===== src/verilog/mul_data_pkg.sv =====
package mul_data_pkg;

    //////////////////////////////////////////////////////////////////////
    // datapath widths
    //////////////////////////////////////////////////////////////////////

    // each operand, unsigned
    localparam int op_width    = 64;
    // full product, a*b fits without overflow
    localparam int prod_width  = 128;

    // radix-4 digits of the zero-extended multiplier
    // also the height of every product column
    localparam int n_rows      = 33;
    // carries handed from one column to the next
    localparam int n_col_carry = 30;

    // width of one carry-propagate step
    localparam int slice_width = 32;

endpackage


===== src/verilog/mul_ctrl_pkg.sv =====
package mul_ctrl_pkg;

    //////////////////////////////////////////////////////////////////////
    // sequencer constants
    //////////////////////////////////////////////////////////////////////

    // adder steps per product
    localparam int n_slices        = 4;
    // counter width, enough for n_slices
    localparam int slice_idx_width = 2;

    // sequencer states
    typedef enum logic [1:0] {
        st_idle     = 2'd0,
        st_compress = 2'd1,
        st_add      = 2'd2,
        st_done     = 2'd3
    } mul_state_t;

endpackage


===== src/verilog/slice_adder.sv =====
`timescale 1ns/1ps

module slice_adder import mul_data_pkg::*, mul_ctrl_pkg::*; (
    input  logic                       clk,
    input  logic                       rst_n,
    input  logic                       clear,
    input  logic                       step,
    input  logic [slice_idx_width-1:0] idx,
    input  logic [prod_width-1:0]      sum_vec,
    input  logic [prod_width-1:0]      carry_vec,
    output logic [prod_width-1:0]      product
);

    // carry vector at its true weight
    logic [prod_width-1:0]  carry_sh;
    // operands of the current step
    logic [slice_width-1:0] sum_sl;
    logic [slice_width-1:0] carry_sl;
    // one extra bit for the carry out
    logic [slice_width:0]   step_res;
    // carry between steps
    logic                   cy_q;

    // column C bits weigh one more than their column
    assign carry_sh = {carry_vec[prod_width-2:0], 1'b0};

    assign sum_sl   = sum_vec[idx*slice_width +: slice_width];
    assign carry_sl = carry_sh[idx*slice_width +: slice_width];

    assign step_res = {1'b0, sum_sl} + {1'b0, carry_sl} + {{slice_width{1'b0}}, cy_q};

    //////////////////////////////////////////////////////////////////////
    // carry register
    //////////////////////////////////////////////////////////////////////

    always_ff @(posedge clk) begin
        if (!rst_n) begin
            cy_q <= 1'b0;
        end else if (clear) begin
            cy_q <= 1'b0;
        end else if (step) begin
            cy_q <= step_res[slice_width];
        end
    end

    // product slices, each written once per operation
    always_ff @(posedge clk) begin
        if (step) begin
            product[idx*slice_width +: slice_width] <= step_res[slice_width-1:0];
        end
    end

    // clear and step come from different states
    a_no_step_clear: assert property (@(posedge clk) disable iff (!rst_n)
        !(step && clear));

endmodule


===== config.mk =====
export PLATFORM = sky130hd
export DESIGN_NAME = slice_adder
export DESIGN_NICKNAME = d
export VERILOG_FILES = /design/src/verilog/mul_data_pkg.sv /design/src/verilog/mul_ctrl_pkg.sv /design/src/verilog/slice_adder.sv
export SDC_FILE = /design/constraint.sdc
export NUM_CORES = 1
export LEC_CHECK = 0
export ABC_CLOCK_PERIOD_IN_PS = 5400
export BUFFER_PORTS_ARGS = -buffer_cell sky130_fd_sc_hd__clkbuf_2
export CAP_MARGIN = 20
export CORE_AREA = 4 4 148 150
export DETAILED_ROUTE_END_ITERATION = 7
export DIE_AREA = 0 0 152 154
export GPL_TIMING_DRIVEN = 0
export PLACE_DENSITY = 0.69
export SYNTH_ARGS = -nofsm -noshare
export SYNTH_HDL_FRONTEND = slang
export SYNTH_SLANG_ARGS = --single-unit

===== constraint.sdc =====
create_clock -name clk -period 5.4 [get_ports clk]
set_input_delay 0.81 -clock clk [delete_from_list [all_inputs] [get_ports clk]]
set_output_delay 0.81 -clock clk [all_outputs]
set_load 0.005 [all_outputs]

Word level (Yosys, flattened, before mapping) --
Cells that the tools add are included. Widths: inputs -> output; s select.
Cells by class: add/sub/neg operators 3, shifts and indexed selects 4, multiplexer cells 1, bitwise operators 1, reductions and logical operators 1
Operators by type and width (number):
- $shiftx 128x8->32 | 2
- $bwmux 128 | 1
- $shift 32x34->128 const A | 1
- $shiftx 32x34->128 | 1
- $neg 7->34 | 1
- $add 32x32->33 | 1
- $add 33x1->33 | 1
- $reduce_or 2->1 | 1
- $not 1->1 | 1
Word-level totals: bits in registers 129, input port bits 262, output and inout port bits 128, word-level logic and storage cells 12

Logic depth before layout (Yosys ltp) --
depth after elaboration 5, gate-level depth with buffers 13, gate-level depth less buffers 12

Worst setup path after synthesis --
Ideal clock, no wire load.
path kind input -> register, from in idx[0], to reg product[86], data pin, setup time 265 ps, arrival 4001 ps, data required time 5135 ps, path slack 1134 ps, stages 11, buffers on the path 1, path through buf_2 -> mux4_2 -> fa_1 -> fa_1 -> a211oi_2 -> o211ai_2 -> a41o_4 -> a31o_4 -> or4_4 -> nand3_2 -> nor2_1
Between the ends: cells in the longest elaborated chain, start to end 5, elaborated cells on any way between the ends 8, classes of those cells add/sub: 3; shift: 4; mux: 1
RTL lines:
- from (decl) | RTL line slice_adder.sv:8 | input logic [slice_idx_width-1:0] idx,
- $shiftx 128x8->32, on equally long branches | RTL line slice_adder.sv:27, slice_adder.sv:28
- $add 32x32->33 | RTL line slice_adder.sv:30 | assign step_res = {1'b0, sum_sl} + {1'b0, carry_sl} + {{slice_width{1'b0}}, cy_q};
- $add 33x1->33 | RTL line slice_adder.sv:30
- $shiftx 32x34->128 | RTL line slice_adder.sv:49 | product[idx*slice_width +: slice_width] <= step_res[slice_width-1:0];
- $bwmux 128 (*) | RTL line slice_adder.sv:49
- to (signal, indexed assignment) | RTL line slice_adder.sv:49
- to (decl) | RTL line slice_adder.sv:11 | output logic [prod_width-1:0] product
Mark *: on every way between the ends. The rest lies on a longest branch, timed or not. A chain may end at the register's enable or synchronous reset.

Final worst setup path --
from in idx[1], to reg product[52], data pin
Same word-level chain as after synthesis.

==> results.json <==
{
  "timing.critical_path.fanout_max": 10,
  "area_growth_pct": 37.4,
  "route.detailed.vias_per_inst": 5.27,
  "die_width_microns": 152,
  "gp_congestion": 0.878,
  "power.static_leakage_uw": 0.00452,
  "path_clk_slew_ps": 60,
  "wl_mm": 27.3,
  "post_synth_inst_count": 642,
  "run_status": "complete, no violations",
  "top_library_cells_by_usage_in_the_layout_fill_and_taps_aside": "clkbuf_2, nor2_1, edfxtp_1",
  "worstPathBufferInverterCount": 3,
  "hold_path_class": "in2reg",
  "power_uw": 3530,
  "whs_ps": 576,
  "placed_area_sq_um": 10200,
  "worst-endpoint-arrival_ps": 4940,
  "antenna_left": 0,
  "worst_hold_path.num_cells": 2,
  "path_cells": "clkbuf_2 > clkbuf_1 > clkbuf_1 > nand3_1 > o21ai_0 > fa_1 > fa_1 > a211oi_2 > o211ai_2 > a41o_4 > a21boi_0 > o21ai_0 > xnor2_1 > nor2_1",
  "die-height_microns": 154,
  "synthTopCellsByArea": "edfxtp_1, mux4_2, nor2_1",
  "cp_top_family": "compound AO/OA/AOI/OAI gates",
  "yosys_warnings": 0,
  "criticalPathCategory": "in2reg",
  "cp-end-kind": "flop",
  "detail_route.iter0.violations": 441,
  "asyncSetResetFlopFracSynth_pct": 0,
  "rsz0062_at_grt": "false",
  "tightest_slew_ps": 913,
  "port_buffers": 388,
  "ioPinCount": 390,
  "cp_max_stage_cell": "xnor2_1",
  "synth_enable_flop_cells": 128,
  "cts_inserted_buffers": 17,
  "finish.cell_count_without_fillers": 1339,
  "synth_largest_type_area_fraction_pct": 48.3,
  "ctsHtreeMaxLevel": 4,
  "residual_drc": 0,
  "ctsLongestPathBuffers": 2,
  "finalHoldViolCount": 0,
  "grt_max_degree": 33,
  "setup_buffers_after_cts": 0,
  "fmax_mhz": 208,
  "critical_path_required_ps": 5540,
  "start_kind": "input pin",
  "route.vias.total": 7060,
  "ys_seq_elements": 129,
  "reg2reg_to": "product[52]",
  "slew_violations": 0,
  "cts.sink_count": 129,
  "clk_lat_worst_skew_ps": 420,
  "wl_per_cell_microns": 20.4,
  "worst-r2r-cell-count": 9,
  "post_cts.resized_instances": 0,
  "fin_setup_tns_ps": 0,
  "syn_area_per_cell_sq_um": 12.4,
  "wire_length_of_the_first_global_routing_pass_mm": 40.9,
  "initial_core_util_pct": 38.5,
  "design_area_sq_um": 10900,
  "finalCritPeriodShare_pct": 88.9,
  "dpl.cell_count": 1305,
  "cts_tree": "yes",
  "synth_sequential_area_ratio_pct": 48.6,
  "worst_ir_drop_vdd_mv": 0.192,
  "syn_area_sq_um": 7960,
  "hpwl_mm": 22.3,
  "globalRoute.totalOverflow": 0,
  "timing.slew.headroom_pct": 39.1,
  "final_common_cell": "clkbuf_2",
  "worst_hold_startpoint": "clear",
  "post_synth_num_cell_types": 55,
  "detailedRoute.firstPassIterationCount": 5,
  "powerDensity_nw_per_um2": 323,
  "initial_antenna_violation_count": 3,
  "max-cap-violations": 0,
  "crit-reg2reg-launch": "cy_q",
  "ctsHoldBuffers": 0,
  "synth_flop_cell": "edfxtp_1",
  "synthDominantAreaCellType": "edfxtp_1",
  "design.die.area_sq_um": 23400,
  "drive_above_1_share_pct": 48.3,
  "gr-usage-all-layers_pct": 22.6,
  "final_period_minus_worst_setup_slack_ps": 4800,
  "floorplan.rows": 53,
  "cpPeakStageDelay_ps": 640,
  "skew_ps": 9.31,
  "final_nets": 1349,
  "clk_root_buffer_cell": "clkbuf_16",
  "r2r_setup_slk_ps": 1900,
  "grt_pass1_vias": 7301,
  "timing.hold.worst_endpoint": "cy_q",
  "setup_viol_count_final": 0,
  "synth_fp_nets": 942,
  "fp.coreArea_sq_um": 20700
}
-- worst reg2reg max path, delay by kind of cell (launching register included) --
family,cells,cell delay [ps]
compound gates,5,1170
fa+ha+maj,2,950
xor+xnor,1,640
flops,1,360
simple gates,1,100
-- synthesized netlist by cell type, types with 5 or more instances --
cell type,n
clkbuf_1,24
nand3_1,7
o21ai_1,5
o21a_1,6
edfxtp_1,128
inv_1,11
buf_2,12
nand4_1,6
o211ai_1,7
xnor2_1,11
mux4_2,63
a31oi_1,5
and2_1,5
ha_1,36
o21ai_0,17
a21oi_1,37
nor3b_1,10
nor2_1,136
nor3_1,11
xor2_1,12
nand2_1,38
-- through the flow --
stage / utilization (%) / setup WS [ps]
after floorplan: - / 1130
after global placement: 49.5 / 209
after detailed placement: 49.5 / 112
after CTS: 52.8 / 561
after global routing: 52.8 / 321
final: 52.8 / 600
-- registers in the layout, indices dropped and copies added (netlist names) --
signal / cells
product: 128
cy_q: 1
-- cell families after synthesis --
logic type	share of synthesized area, %
compound gates	9.17
fa+ha+maj	6.16
mux	18.0
flops	48.6
simple gates	13.2
xor+xnor	2.53
buf+inv	2.41
-- routing by layer --
metal | wire, microns | share of wire, % | GRT usage (%) | vias to the layer above
met5 | 13 | 0.048 | 0 | -
met4 | 502 | 1.8 | 6.98 | 2
met3 | 1810 | 6.6 | 4.95 | 27
met2 | 13800 | 51 | 39.1 | 347
met1 | 11200 | 41 | 28.6 | 3395
li1 | - | - | - | 3289
-- worst max-delay path by stage --
| stage | startpoint | endpoint | slack (ps) | cells after the start |
|---|---|---|---|---|
| after floorplan | idx[0] | product[86] | 1130 | 11 |
| after global placement | idx[1] | product[52] | 210 | 14 |
| after detailed placement | idx[1] | product[52] | 110 | 14 |
| after CTS | idx[1] | product[52] | 560 | 14 |
| after global routing | idx[1] | product[84] | 320 | 14 |
| final | idx[1] | product[52] | 600 | 14 |
-- area by class of cell --
| type | count | area, sq um |
|---|---|---|
| Fill cell | 1867 | 9760 |
| Multi-Input combinational cell | 466 | 3910 |
| Sequential cell | 129 | 3860 |
| Timing Repair Buffer | 388 | 1940 |
| Clock buffer | 17 | 425 |
| Tap cell | 275 | 344 |
| Clock inverter | 15 | 253 |
| Buffer | 36 | 150 |
| Inverter | 11 | 41.3 |
| Antenna cell | 2 | 5.00 |
-- where the power goes --
group	leakage, uW	internal [uW]	switching, uW
registers	0.00104	1170	16.4
clock network	0.000327	872	444
logic	0.00315	395	627
total	0.00452	2440	1090
Power figures use the tool's default switching activity.
