<file path="src/verilog/mul_ctrl_pkg.sv">
package mul_ctrl_pkg;

    //////////////////////////////////////////////////////////////////////
    // sequencer constants
    //////////////////////////////////////////////////////////////////////

    // adder steps per product
    localparam int n_slices        = 4;
    // counter width, enough for n_slices
    localparam int slice_idx_width = 2;

    // sequencer states
    typedef enum logic [1:0] {
        st_idle     = 2'd0,
        st_compress = 2'd1,
        st_add      = 2'd2,
        st_done     = 2'd3
    } mul_state_t;

endpackage

</file>
<file path="src/verilog/mul_fsm.sv">
`timescale 1ns/1ps

module mul_fsm import mul_ctrl_pkg::*; (
    input  logic clk,
    input  logic rst_n,
    input  logic req,
    input  logic last,
    output logic ack,
    output logic load,
    output logic capture,
    output logic step,
    output logic clear
);

    mul_state_t state;
    mul_state_t state_nxt;

    //////////////////////////////////////////////////////////////////////
    // state register
    //////////////////////////////////////////////////////////////////////

    always_ff @(posedge clk) begin
        if (!rst_n) begin
            state <= st_idle;
        end else begin
            state <= state_nxt;
        end
    end

    always_comb begin
        state_nxt = state;
        case (state)
            // wait for a request
            st_idle:     if (req) state_nxt = st_compress;
            // tree settles and vectors latch at the end
            st_compress: state_nxt = st_add;
            // one slice per cycle
            st_add:      if (last) state_nxt = st_done;
            // hold result until requester lets go
            st_done:     if (!req) state_nxt = st_idle;
            default:     state_nxt = st_idle;
        endcase
    end

    // decoded outputs
    assign load    = (state == st_idle) && req;
    assign capture = (state == st_compress);
    assign clear   = (state == st_compress);
    assign step    = (state == st_add);
    assign ack     = (state == st_done);

    // ack only answers a request still held
    a_ack_needs_req: assert property (@(posedge clk) disable iff (!rst_n)
        $rose(ack) |-> $past(req));

    // a load reaches the top slice after n_slices steps and then acks
    a_load_sequence: assert property (@(posedge clk) disable iff (!rst_n)
        load |-> ##(n_slices + 1) (step && last) ##1 ack);

endmodule

</file>
<file path="config.mk">
export PLATFORM = sky130hd
export DESIGN_NAME = mul_fsm
export DESIGN_NICKNAME = d
export VERILOG_FILES = /design/src/verilog/mul_ctrl_pkg.sv /design/src/verilog/mul_fsm.sv
export SDC_FILE = /design/constraint.sdc
export NUM_CORES = 1
export LEC_CHECK = 0
export ABC_AREA = 1
export ABC_CLOCK_PERIOD_IN_PS = 1350
export BUFFER_PORTS_ARGS = -buffer_cell sky130_fd_sc_hd__buf_4
export CAP_MARGIN = 0
export CELL_PAD_IN_SITES_DETAIL_PLACEMENT = 2
export CELL_PAD_IN_SITES_GLOBAL_PLACEMENT = 2
export CORE_AREA = 5 5 42 44
export CTS_CLUSTER_SIZE = 8
export DETAILED_ROUTE_END_ITERATION = 8
export DIE_AREA = 0 0 47 49
export PLACE_DENSITY = 0.68
export RECOVER_POWER = 100
export SETUP_SLACK_MARGIN = 0.3
export SLEW_MARGIN = 20
export SYNTH_ARGS = -nofsm -noshare
export SYNTH_HDL_FRONTEND = slang
export SYNTH_SLANG_ARGS = --single-unit
</file>
<file path="constraint.sdc">
create_clock -name clk -period 1.35 [get_ports clk]
set_clock_uncertainty 0.2 [all_clocks]
set_input_delay 0.0675 -clock clk [delete_from_list [all_inputs] [get_ports clk]]
set_output_delay 0.0675 -clock clk [all_outputs]
set_load 0.05 [all_outputs]
</file>
**Yosys cells after proc, flatten, opt, wreduce, memory -nomap -nowiden**

Cells that the tools add are included.

- Bits in registers: 2
- Output and inout port bits: 5
- Logic and storage cells: 14

- Eq/ne operators: 6
- Mux-type cells: 4
- Reductions and logical operators: 3

Operators with widths:

| operator | count |
|---|---|
| case mux 2 bit (4 select lines) | 1 |
| 2-to-1 mux 2 bit | 3 |
| inequality test 2 bit (second input constant) | 3 |
| equality test 2 bit (second input constant) | 2 |
| AND reduction 3 bit | 1 |
| equality test 2 x 1 -> 1 bit (second input constant) | 1 |
| logical NOT 2 bit | 1 |
| logical AND 1 bit | 1 |

**Logic depth before layout (Yosys ltp)**

Gate-level depths: netlist of run 1.

- Depth after elaboration: 3
- Gate-level depth with buffers: 8
- Mapped depth without buffers: 8

**Worst setup path after synthesis of run 1**

Ideal clock, no wire load.

- Path kind: flip-flop to flip-flop
- Start point: register state[0]
- End point: register state[0]
- Library setup time: 0.110 ns
- Arrival: 1.234 ns
- Data required time: 1.040 ns
- Path slack: -0.194 ns
- Stages on the path, launching flop included: 8
- Buffers on the path: 0
- Period minus slack after synthesis: 1.544 ns
- Cells stage by stage: dfxtp_1 > inv_1 > ha_1 > nand2_4 > nand3_2 > nand2_1 > inv_1 > nor2_1

- Cells in the longest elaborated chain, start to end: 3
- Elaborated cells on any way between the ends: 9
- Those cells by class: 6 x eq/ne; 1 x mux; 2 x reduce/logical

RTL lines:

| what | RTL line | source |
|---|---|---|
| from (decl) | mul_fsm.sv:15 | `mul_state_t state;` |
| from (signal assigned) | mul_fsm.sv:24 | `state <= st_idle;` |
| from (signal assigned) | mul_fsm.sv:26 | `state <= state_nxt;` |
| equality test 2 bit (*) | -- |  |
| named net step | mul_fsm.sv:11 | `output logic step,` |
| inequality test 2 bit (no line) | -- |  |
| AND reduction 3 bit (no line) | -- |  |

The timed path passes the listed nets; every way through them passes the cells marked *.
A chain may end at the register's enable or synchronous reset.

**Worst setup path in the final report of run 1**

- Start point: register state[0]
- End point: output load

- Cells in the longest elaborated chain, start to end: 2

RTL lines:

| what | RTL line | source |
|---|---|---|
| logical NOT 2 bit | mul_fsm.sv:46 | `assign load = (state == st_idle) && req;` |
| logical AND 1 bit | mul_fsm.sv:46 |  |
| to (decl) | mul_fsm.sv:9 | `output logic load,` |

Every way passes these cells.

==> results by group, run 1 <==
Yosys
  – Commonest cells in the netlist: 9 x inv_1, 9 x nand2_1, 5 x ha_1
  – YS warnings: 0
  – Compound-Gate Fraction of Synth Area: 0
  – Yosys reg bits: 2
  – Async SR Flop Fraction: 0
  – Post-Synth Adder-Cell Area: 0.272
  – Post-synth top flop: dfxtp_1
  – Main combinational cell family by area after synthesis: simple AND/OR/NAND/NOR gates
  – Sequential area share after synthesis: 0.174
  – Yosys cell types: 11
  – Fraction of synthesized area in multiplexers: 0
  – Syn nets: 44
  – Synth Area per Inst: 6.58 um2
  – Most area-consuming cells after synthesis: ha_1 27%, dfxtp_1 17%, inv_1 15%
  – Syn Inst Count: 35
  – EDFF count, synth: 0
  – Post-Synth XOR/XNOR Area: 0
  – Yosys top cell area share: 0.272
  – Simple-gate share of the synthesized area: 0.359
  – Synth area leader: ha_1
  – Synth Cell Area: 230 um2

Pwr
  – Clock share of power: 0.096
  – Pwr Total: 1370 uW
  – PD cells: 2800 nW/um2
  – Peak supply drop: around 0.001 V
  – Gate power share: 0.799
  – Cell internal pwr: slightly below 700 uW
  – Leak Pwr: 0.000248 uW
  – Switch Pwr: approximately 680 uW
  – Sequential share of power: 0.105
  – Switching share of power: 0.496

Finish
  – Multi-input logic area: 210 um2
  – Layout cells sized above 1: 0.620
  – Register with the most flip-flops: state
  – ANT cells: 0
  – Design area: slightly below 500 um2
  – Largest register FFs: 2
  – Area Overhead vs Synth: 112%
  – Seq. cell area: about 48 um2
  – Fill count: ~160
  – Fin util: 0.348
  – Final nets: slightly above 60
  – Largest regs: state: 2 flops

Min path
  – Worst hold path class: in -> reg
  – HP Start: last
  – Hold Path Depth: 6
  – Hold endpoint: state[0]

Placement
  – Port Buffers: 8
  – Routability Congestion: 0.699
  – DP HPWL: ~500 um
  – Post-Place Setup Slack: 0.00816 ns
  – Area of placed instances: 367 um2

Critical path
  – Worst setup EP type: output pin
  – FF-to-FF Start: state[0]
  – R2R setup slack: roughly 0.05 ns
  – CP startpoint kind: register
  – CP peak stage delay: 0.35 ns
  – Buf+Inv Stages, Crit Path: 3
  – Reg2reg path depth: 8
  – FF-to-FF End: state[1]
  – CP Data Arrival Time: 1.08 ns
  – Req. time, crit path: 1.08 ns
  – Critical Path Slowest Stage Cell: dfxtp_4
  – CP max FO: 4
  – WS Path Type: reg -> out
  – Worst-path cell chain: inv_4 > ha_4 > nand2_4 > clkinvlp_4 > buf_8
  – Largest delay share family, worst path: flip-flops

Drt
  – Total Wirelength: 709 um
  – DRT antenna net count: 0
  – DR pass1 iterations: 1
  – Met3 WL: 28 um
  – Via count: 261
  – Highest metal used: met4
  – Routed met2 length: 409 um
  – Detailed-route DRC error count: 0
  – Vias per std cell: between 3 and 4
  – Starting DRT DRC Count: 0
  – M1 WL: 241 um
  – DR WL/cell: roughly 11 um

Clock tree
  – Number of CTS-inserted buffers: 3
  – CTS tree: done
  – Clk root buf: clkbuf_4
  – Clock Sinks: 2
  – Clock Tree Buf Depth: 2
  – Clk_lat worst skew: 0.22 ns
  – H-tree levels: 1
  – Clock transition at path regs: roughly 0.030 ns

Timing
  – Final Max Slew Viols: 0
  – Peak Freq: between 700 and 800 MHz
  – Post-route setup slack: -0.00155 ns
  – Final setup fails: 1
  – Minimum clock period: 1.35 ns
  – Setup tns final: -0.00155 ns
  – Rel. slew slack: 0.928
  – Final Hold Fails: 0
  – Tcrit/Tclk final: 1.00
  – Unrepaired setup endpoints after global routing: true
  – Slew @ Worst Pin: 0.108 ns

GRT
  – Gr usage total: 0.0885
  – Vias in the first global route: 318
  – Total global routing overflow: 0
  – Largest net degree at the start of global routing: 5
  – Initial antenna violation count: 0
  – Global-route wire length before repair: around 1400 um

Run
  – Max-Cap Viols: 0

Floorplanning
  – Core area: roughly 1400 um2
  – Placement Rows: 14
  – IO Pins: 9
  – Die Ht: 49 um
  – Die area: 2300 um2
  – Die width: 47 um
  – Starting Density: 0.164

Outcome
  – Failing checks: setup timing
  – Status: complete, but fails checks
-- kinds of logic (layout without fill, tap and decap cells) --
group | Yosys count | after routing
and+or+nand+nor | 17 | 17
DFF | 2 | 2
buffers and inverters | 11 | 26
adders and majority gates | 5 | 5
-- repair_timing --
item	in CTS	in global routing
hold buffers	1	0
hold endpoints to repair	2	0
setup buffers	3	0
endpoints found under the setup margin	7	7
pin swaps	4	1
resized for setup	17	0
-- routing by layer --
metal,track usage,vias up
met5,0,-
met4,0.0829,0
met3,0.0221,4
met2,0.133,7
met1,0.0939,121
li1,-,129
-- worst register-to-register path: stages (launching register included) --
cell     delay [ns]
dfxtp_4        0.34
buf_4          0.15
ha_4           0.16
inv_1          0.05
nand2_1        0.05
nand2_2        0.07
nand3_2        0.07
nand2_1        0.07
nor2_1         0.04
-- final cells by class --
class,instances,area share
Multi-Input combinational cell,22,0.431
Tap cell,16,0.0410
Timing Repair Buffer,13,0.290
Clock buffer,3,0.0462
Sequential cell,2,0.0974
Inverter,10,0.0949
-- worst max-delay path by stage --
stage | start | end | slack (ns) | depth (start not counted)
floorplan | state[0] | state[0] | 0.13 | 7
global placement | state[0] | state[1] | 0.06 | 8
detailed placement | state[0] | state[1] | 0.008 | 8
CTS | state[1] | load | -0.002 | 5
global route | state[0] | state[1] | -0.06 | 8
finish | state[0] | load | -0.002 | 5
-- power groups by stage --
stage	registers [uW]	clock network [uW]	logic (uW)
global route	152	149	1190
detailed placement	176	0	780
CTS	143	140	1110
finish	144	131	1090
global placement	176	0	762
floorplan	167	0	675
-- through the flow --
step | hold slack [ns] | cells
after floorplan | -0.0215 | 35
after global placement | 0.119 | 59
after detailed placement | 0.116 | 59
after CTS | 0.0560 | 66
after global routing | 0.0910 | 66
final | 0.0571 | 66
-- placed cells by master, fill, tap and decap left out --
cell           instances
nand2_1                7
inv_1                  6
buf_4                  5
ha_4                   4
buf_8                  4
nor2_1                 3
clkbuf_4               3
buf_6                  3
inv_4                  2
nand2_4                2
nand2_2                2
nand3_2                2
dfxtp_4                2
clkinvlp_4             1
inv_2                  1
nand3_1                1
ha_1                   1
dlygate4sd3_1          1
Power figures use the tool's default switching activity.
==> inputs of run 2 (changes only) <==
--- a/config.mk
+++ b/config.mk
@@ -18,6 +18,7 @@
 export PLACE_DENSITY = 0.68
 export RECOVER_POWER = 100
 export SETUP_SLACK_MARGIN = 0.3
+export SKIP_CTS_REPAIR_TIMING = 1
 export SLEW_MARGIN = 20
 export SYNTH_ARGS = -nofsm -noshare
 export SYNTH_HDL_FRONTEND = slang
==> run 2 against run 1 <==
Net effect: the flow still finishes with violations (setup timing); maximum frequency fell by 1.4%; sequential cell count stayed put; clock power about the same; cell area is 2.8% higher; critical path type unchanged.
==> results by group, run 2 (synthesized netlist as in run 1, its figures left out) <==
Finish
  – Fill count: 171 (was 164)
  – Layout cells sized above 1: 0.686 (was 0.620)
  – Area Overhead vs Synth: 118% (was 112%)
  – Final nets: 62 (was 61)
  – Largest regs: state: 2 flops (unchanged)
  – Multi-input logic area: 218 um2 (was 210 um2)
  – Commonest cells after routing, fill and taps aside: 6 x nand2_1, 6 x buf_4, 5 x inv_1 (was 7 x nand2_1, 6 x inv_1, 5 x buf_4)
  – Seq. cell area: 47.5 um2 (unchanged)
  – Largest register FFs: 2 (unchanged)
  – Register with the most flip-flops: state (unchanged)
  – ANT cells: 0 (unchanged)

Critical path
  – CP max FO: 4 (unchanged)
  – WS Path Type: reg -> out (unchanged)
  – CP Data Arrival Time: 1.10 ns (was 1.08 ns)
  – Req. time, crit path: 1.08 ns (about the same)
  – CP startpoint kind: register (unchanged)
  – Worst setup EP type: output pin (unchanged)

Placement
  – Port Buffers: 8 (unchanged)
  – Routability Congestion: 0.699 (unchanged)
  – DP HPWL: 496 um (unchanged)

Drt
  – Via count: 264 (was 261)
  – Starting DRT DRC Count: 0 (unchanged)
  – Detailed-route DRC error count: 0 (unchanged)
  – DR WL/cell: 11.2 um (was 10.7 um)
  – Total Wirelength: 752 um (was 709 um)
  – Vias per std cell: 3.94 (was 3.95)
  – DR pass1 iterations: 1 (unchanged)
  – DRT antenna net count: 0 (unchanged)

Timing
  – Rel. slew slack: 0.917 (was 0.928)
  – Setup tns final: -0.0202 ns (was -0.00155 ns)
  – WHS: 0.0585 ns (was 0.0571 ns)
  – Slew @ Worst Pin: 0.125 ns (was 0.108 ns)
  – Final setup fails: 1 (unchanged)
  – Final Max Slew Viols: 0 (unchanged)
  – Peak Freq: 730 MHz (was 740 MHz)
  – Minimum clock period: 1.37 ns (was 1.35 ns)
  – Unrepaired setup endpoints after global routing: true (unchanged)
  – Tcrit/Tclk final: 1.01 (was 1.00)
  – Post-route setup slack: -0.0202 ns (was -0.00155 ns)
  – Final Hold Fails: 0 (unchanged)

Pwr
  – Gate power share: 0.795 (was 0.799)
  – Peak supply drop: 0.000978 V (was 0.000990 V)
  – PD cells: 2820 nW/um2 (was 2800 nW/um2)
  – Leak Pwr: 0.000255 uW (was 0.000248 uW)
  – Sequential share of power: 0.112 (was 0.105)
  – Clock share of power: 0.093 (was 0.096)
  – Switching share of power: 0.498 (was 0.496)
  – Cell internal pwr: 710 uW (was 689 uW)
  – Switch Pwr: 704 uW (was 679 uW)

Clock tree
  – Number of CTS-inserted buffers: 3 (unchanged)
  – H-tree levels: 1 (unchanged)
  – Clock transition at path regs: 0.03 ns (about the same)
  – Clock Tree Buf Depth: 2 (unchanged)
  – Clk_lat worst skew: 0.22 ns (about the same)
  – Clk root buf: clkbuf_4 (unchanged)
  – CTS tree: done (unchanged)
  – Clock Sinks: 2 (unchanged)

Outcome
  – Status: complete, but fails checks (unchanged)
  – Failing checks: setup timing (unchanged)

Floorplanning
  – Core area: 1400 um2 (unchanged)
  – Starting Density: 0.164 (unchanged)
  – Die Ht: 49 um (unchanged)
  – Placement Rows: 14 (unchanged)
  – Die area: 2300 um2 (unchanged)
  – IO Pins: 9 (unchanged)
  – Die width: 47 um (unchanged)

GRT
  – Vias in the first global route: 248 (was 318)
  – Total global routing overflow: 0 (unchanged)
  – Global-route wire length before repair: 993 um (was 1370 um)
  – Gr usage total: 0.0661 (was 0.0885)
  – Initial antenna violation count: 0 (unchanged)
  – Largest net degree at the start of global routing: 5 (unchanged)

Min path
  – Worst hold path class: in -> reg (unchanged)

Run
  – Max-Cap Viols: 0 (unchanged)
-- run 2: power groups by stage --
| stage | registers [uW] | clock network, uW | logic [uW] |
|---|---|---|---|
| after detailed placement | 176 | 0 | 780 |
| after global placement | 176 | 0 | 762 |
| final | 159 | 131 | 1120 |
| after floorplan | 167 | 0 | 675 |
| after global routing | 164 | 150 | 1210 |
| after CTS | 175 | 140 | 782 |
-- run 2: worst max-delay path, cell delays in order, from the launching register on --
cell	delay [ns]
dfxtp_4	0.37
inv_6	0.05
ha_4	0.17
nand2_4	0.06
clkinvlp_4	0.08
buf_8	0.15
-- run 2: routing by layer --
metal	track usage	vias up	part of all wire
li1	-	131	-
met3	0.0221	4	0.037
met1	0.0721	122	0.34
met2	0.0837	7	0.58
met4	0.0829	0	0.040
met5	0	-	0
-- run 2: through the flow --
step                 util  cells  setup slack, ns  total power [uW]  cell area, um2
floorplan               -     35            0.127               842             294
global placement    0.262     59           0.0596               938             367
CTS                 0.278     62           -0.125              1100             389
finish              0.358     67          -0.0202              1410             502
detailed placement  0.262     59          0.00816               957             367
global route        0.358     67          -0.0655              1530             502
-- run 2: area by class of cell --
| cell class | instances | share of cell area |
|---|---|---|
| clock buffer | 3 | 0.0449 |
| sequential | 2 | 0.0948 |
| timing repair buffer | 14 | 0.289 |
| tap | 16 | 0.0399 |
| inverter | 10 | 0.0973 |
| multi-input combinational | 22 | 0.434 |
-- run 2: path summary, 6_finish.rpt --
| kind | cells after the start | end | from | slack, ns |
|---|---|---|---|---|
| worst max-delay path | 5 | load | state[0] | -0.02 |
| worst min-delay path | 6 | state[0] | last | 0.06 |
| worst max register to register | 8 | state[1] | state[0] | 0.04 |
| worst min register to register | 4 | state[0] | state[0] | 0.40 |
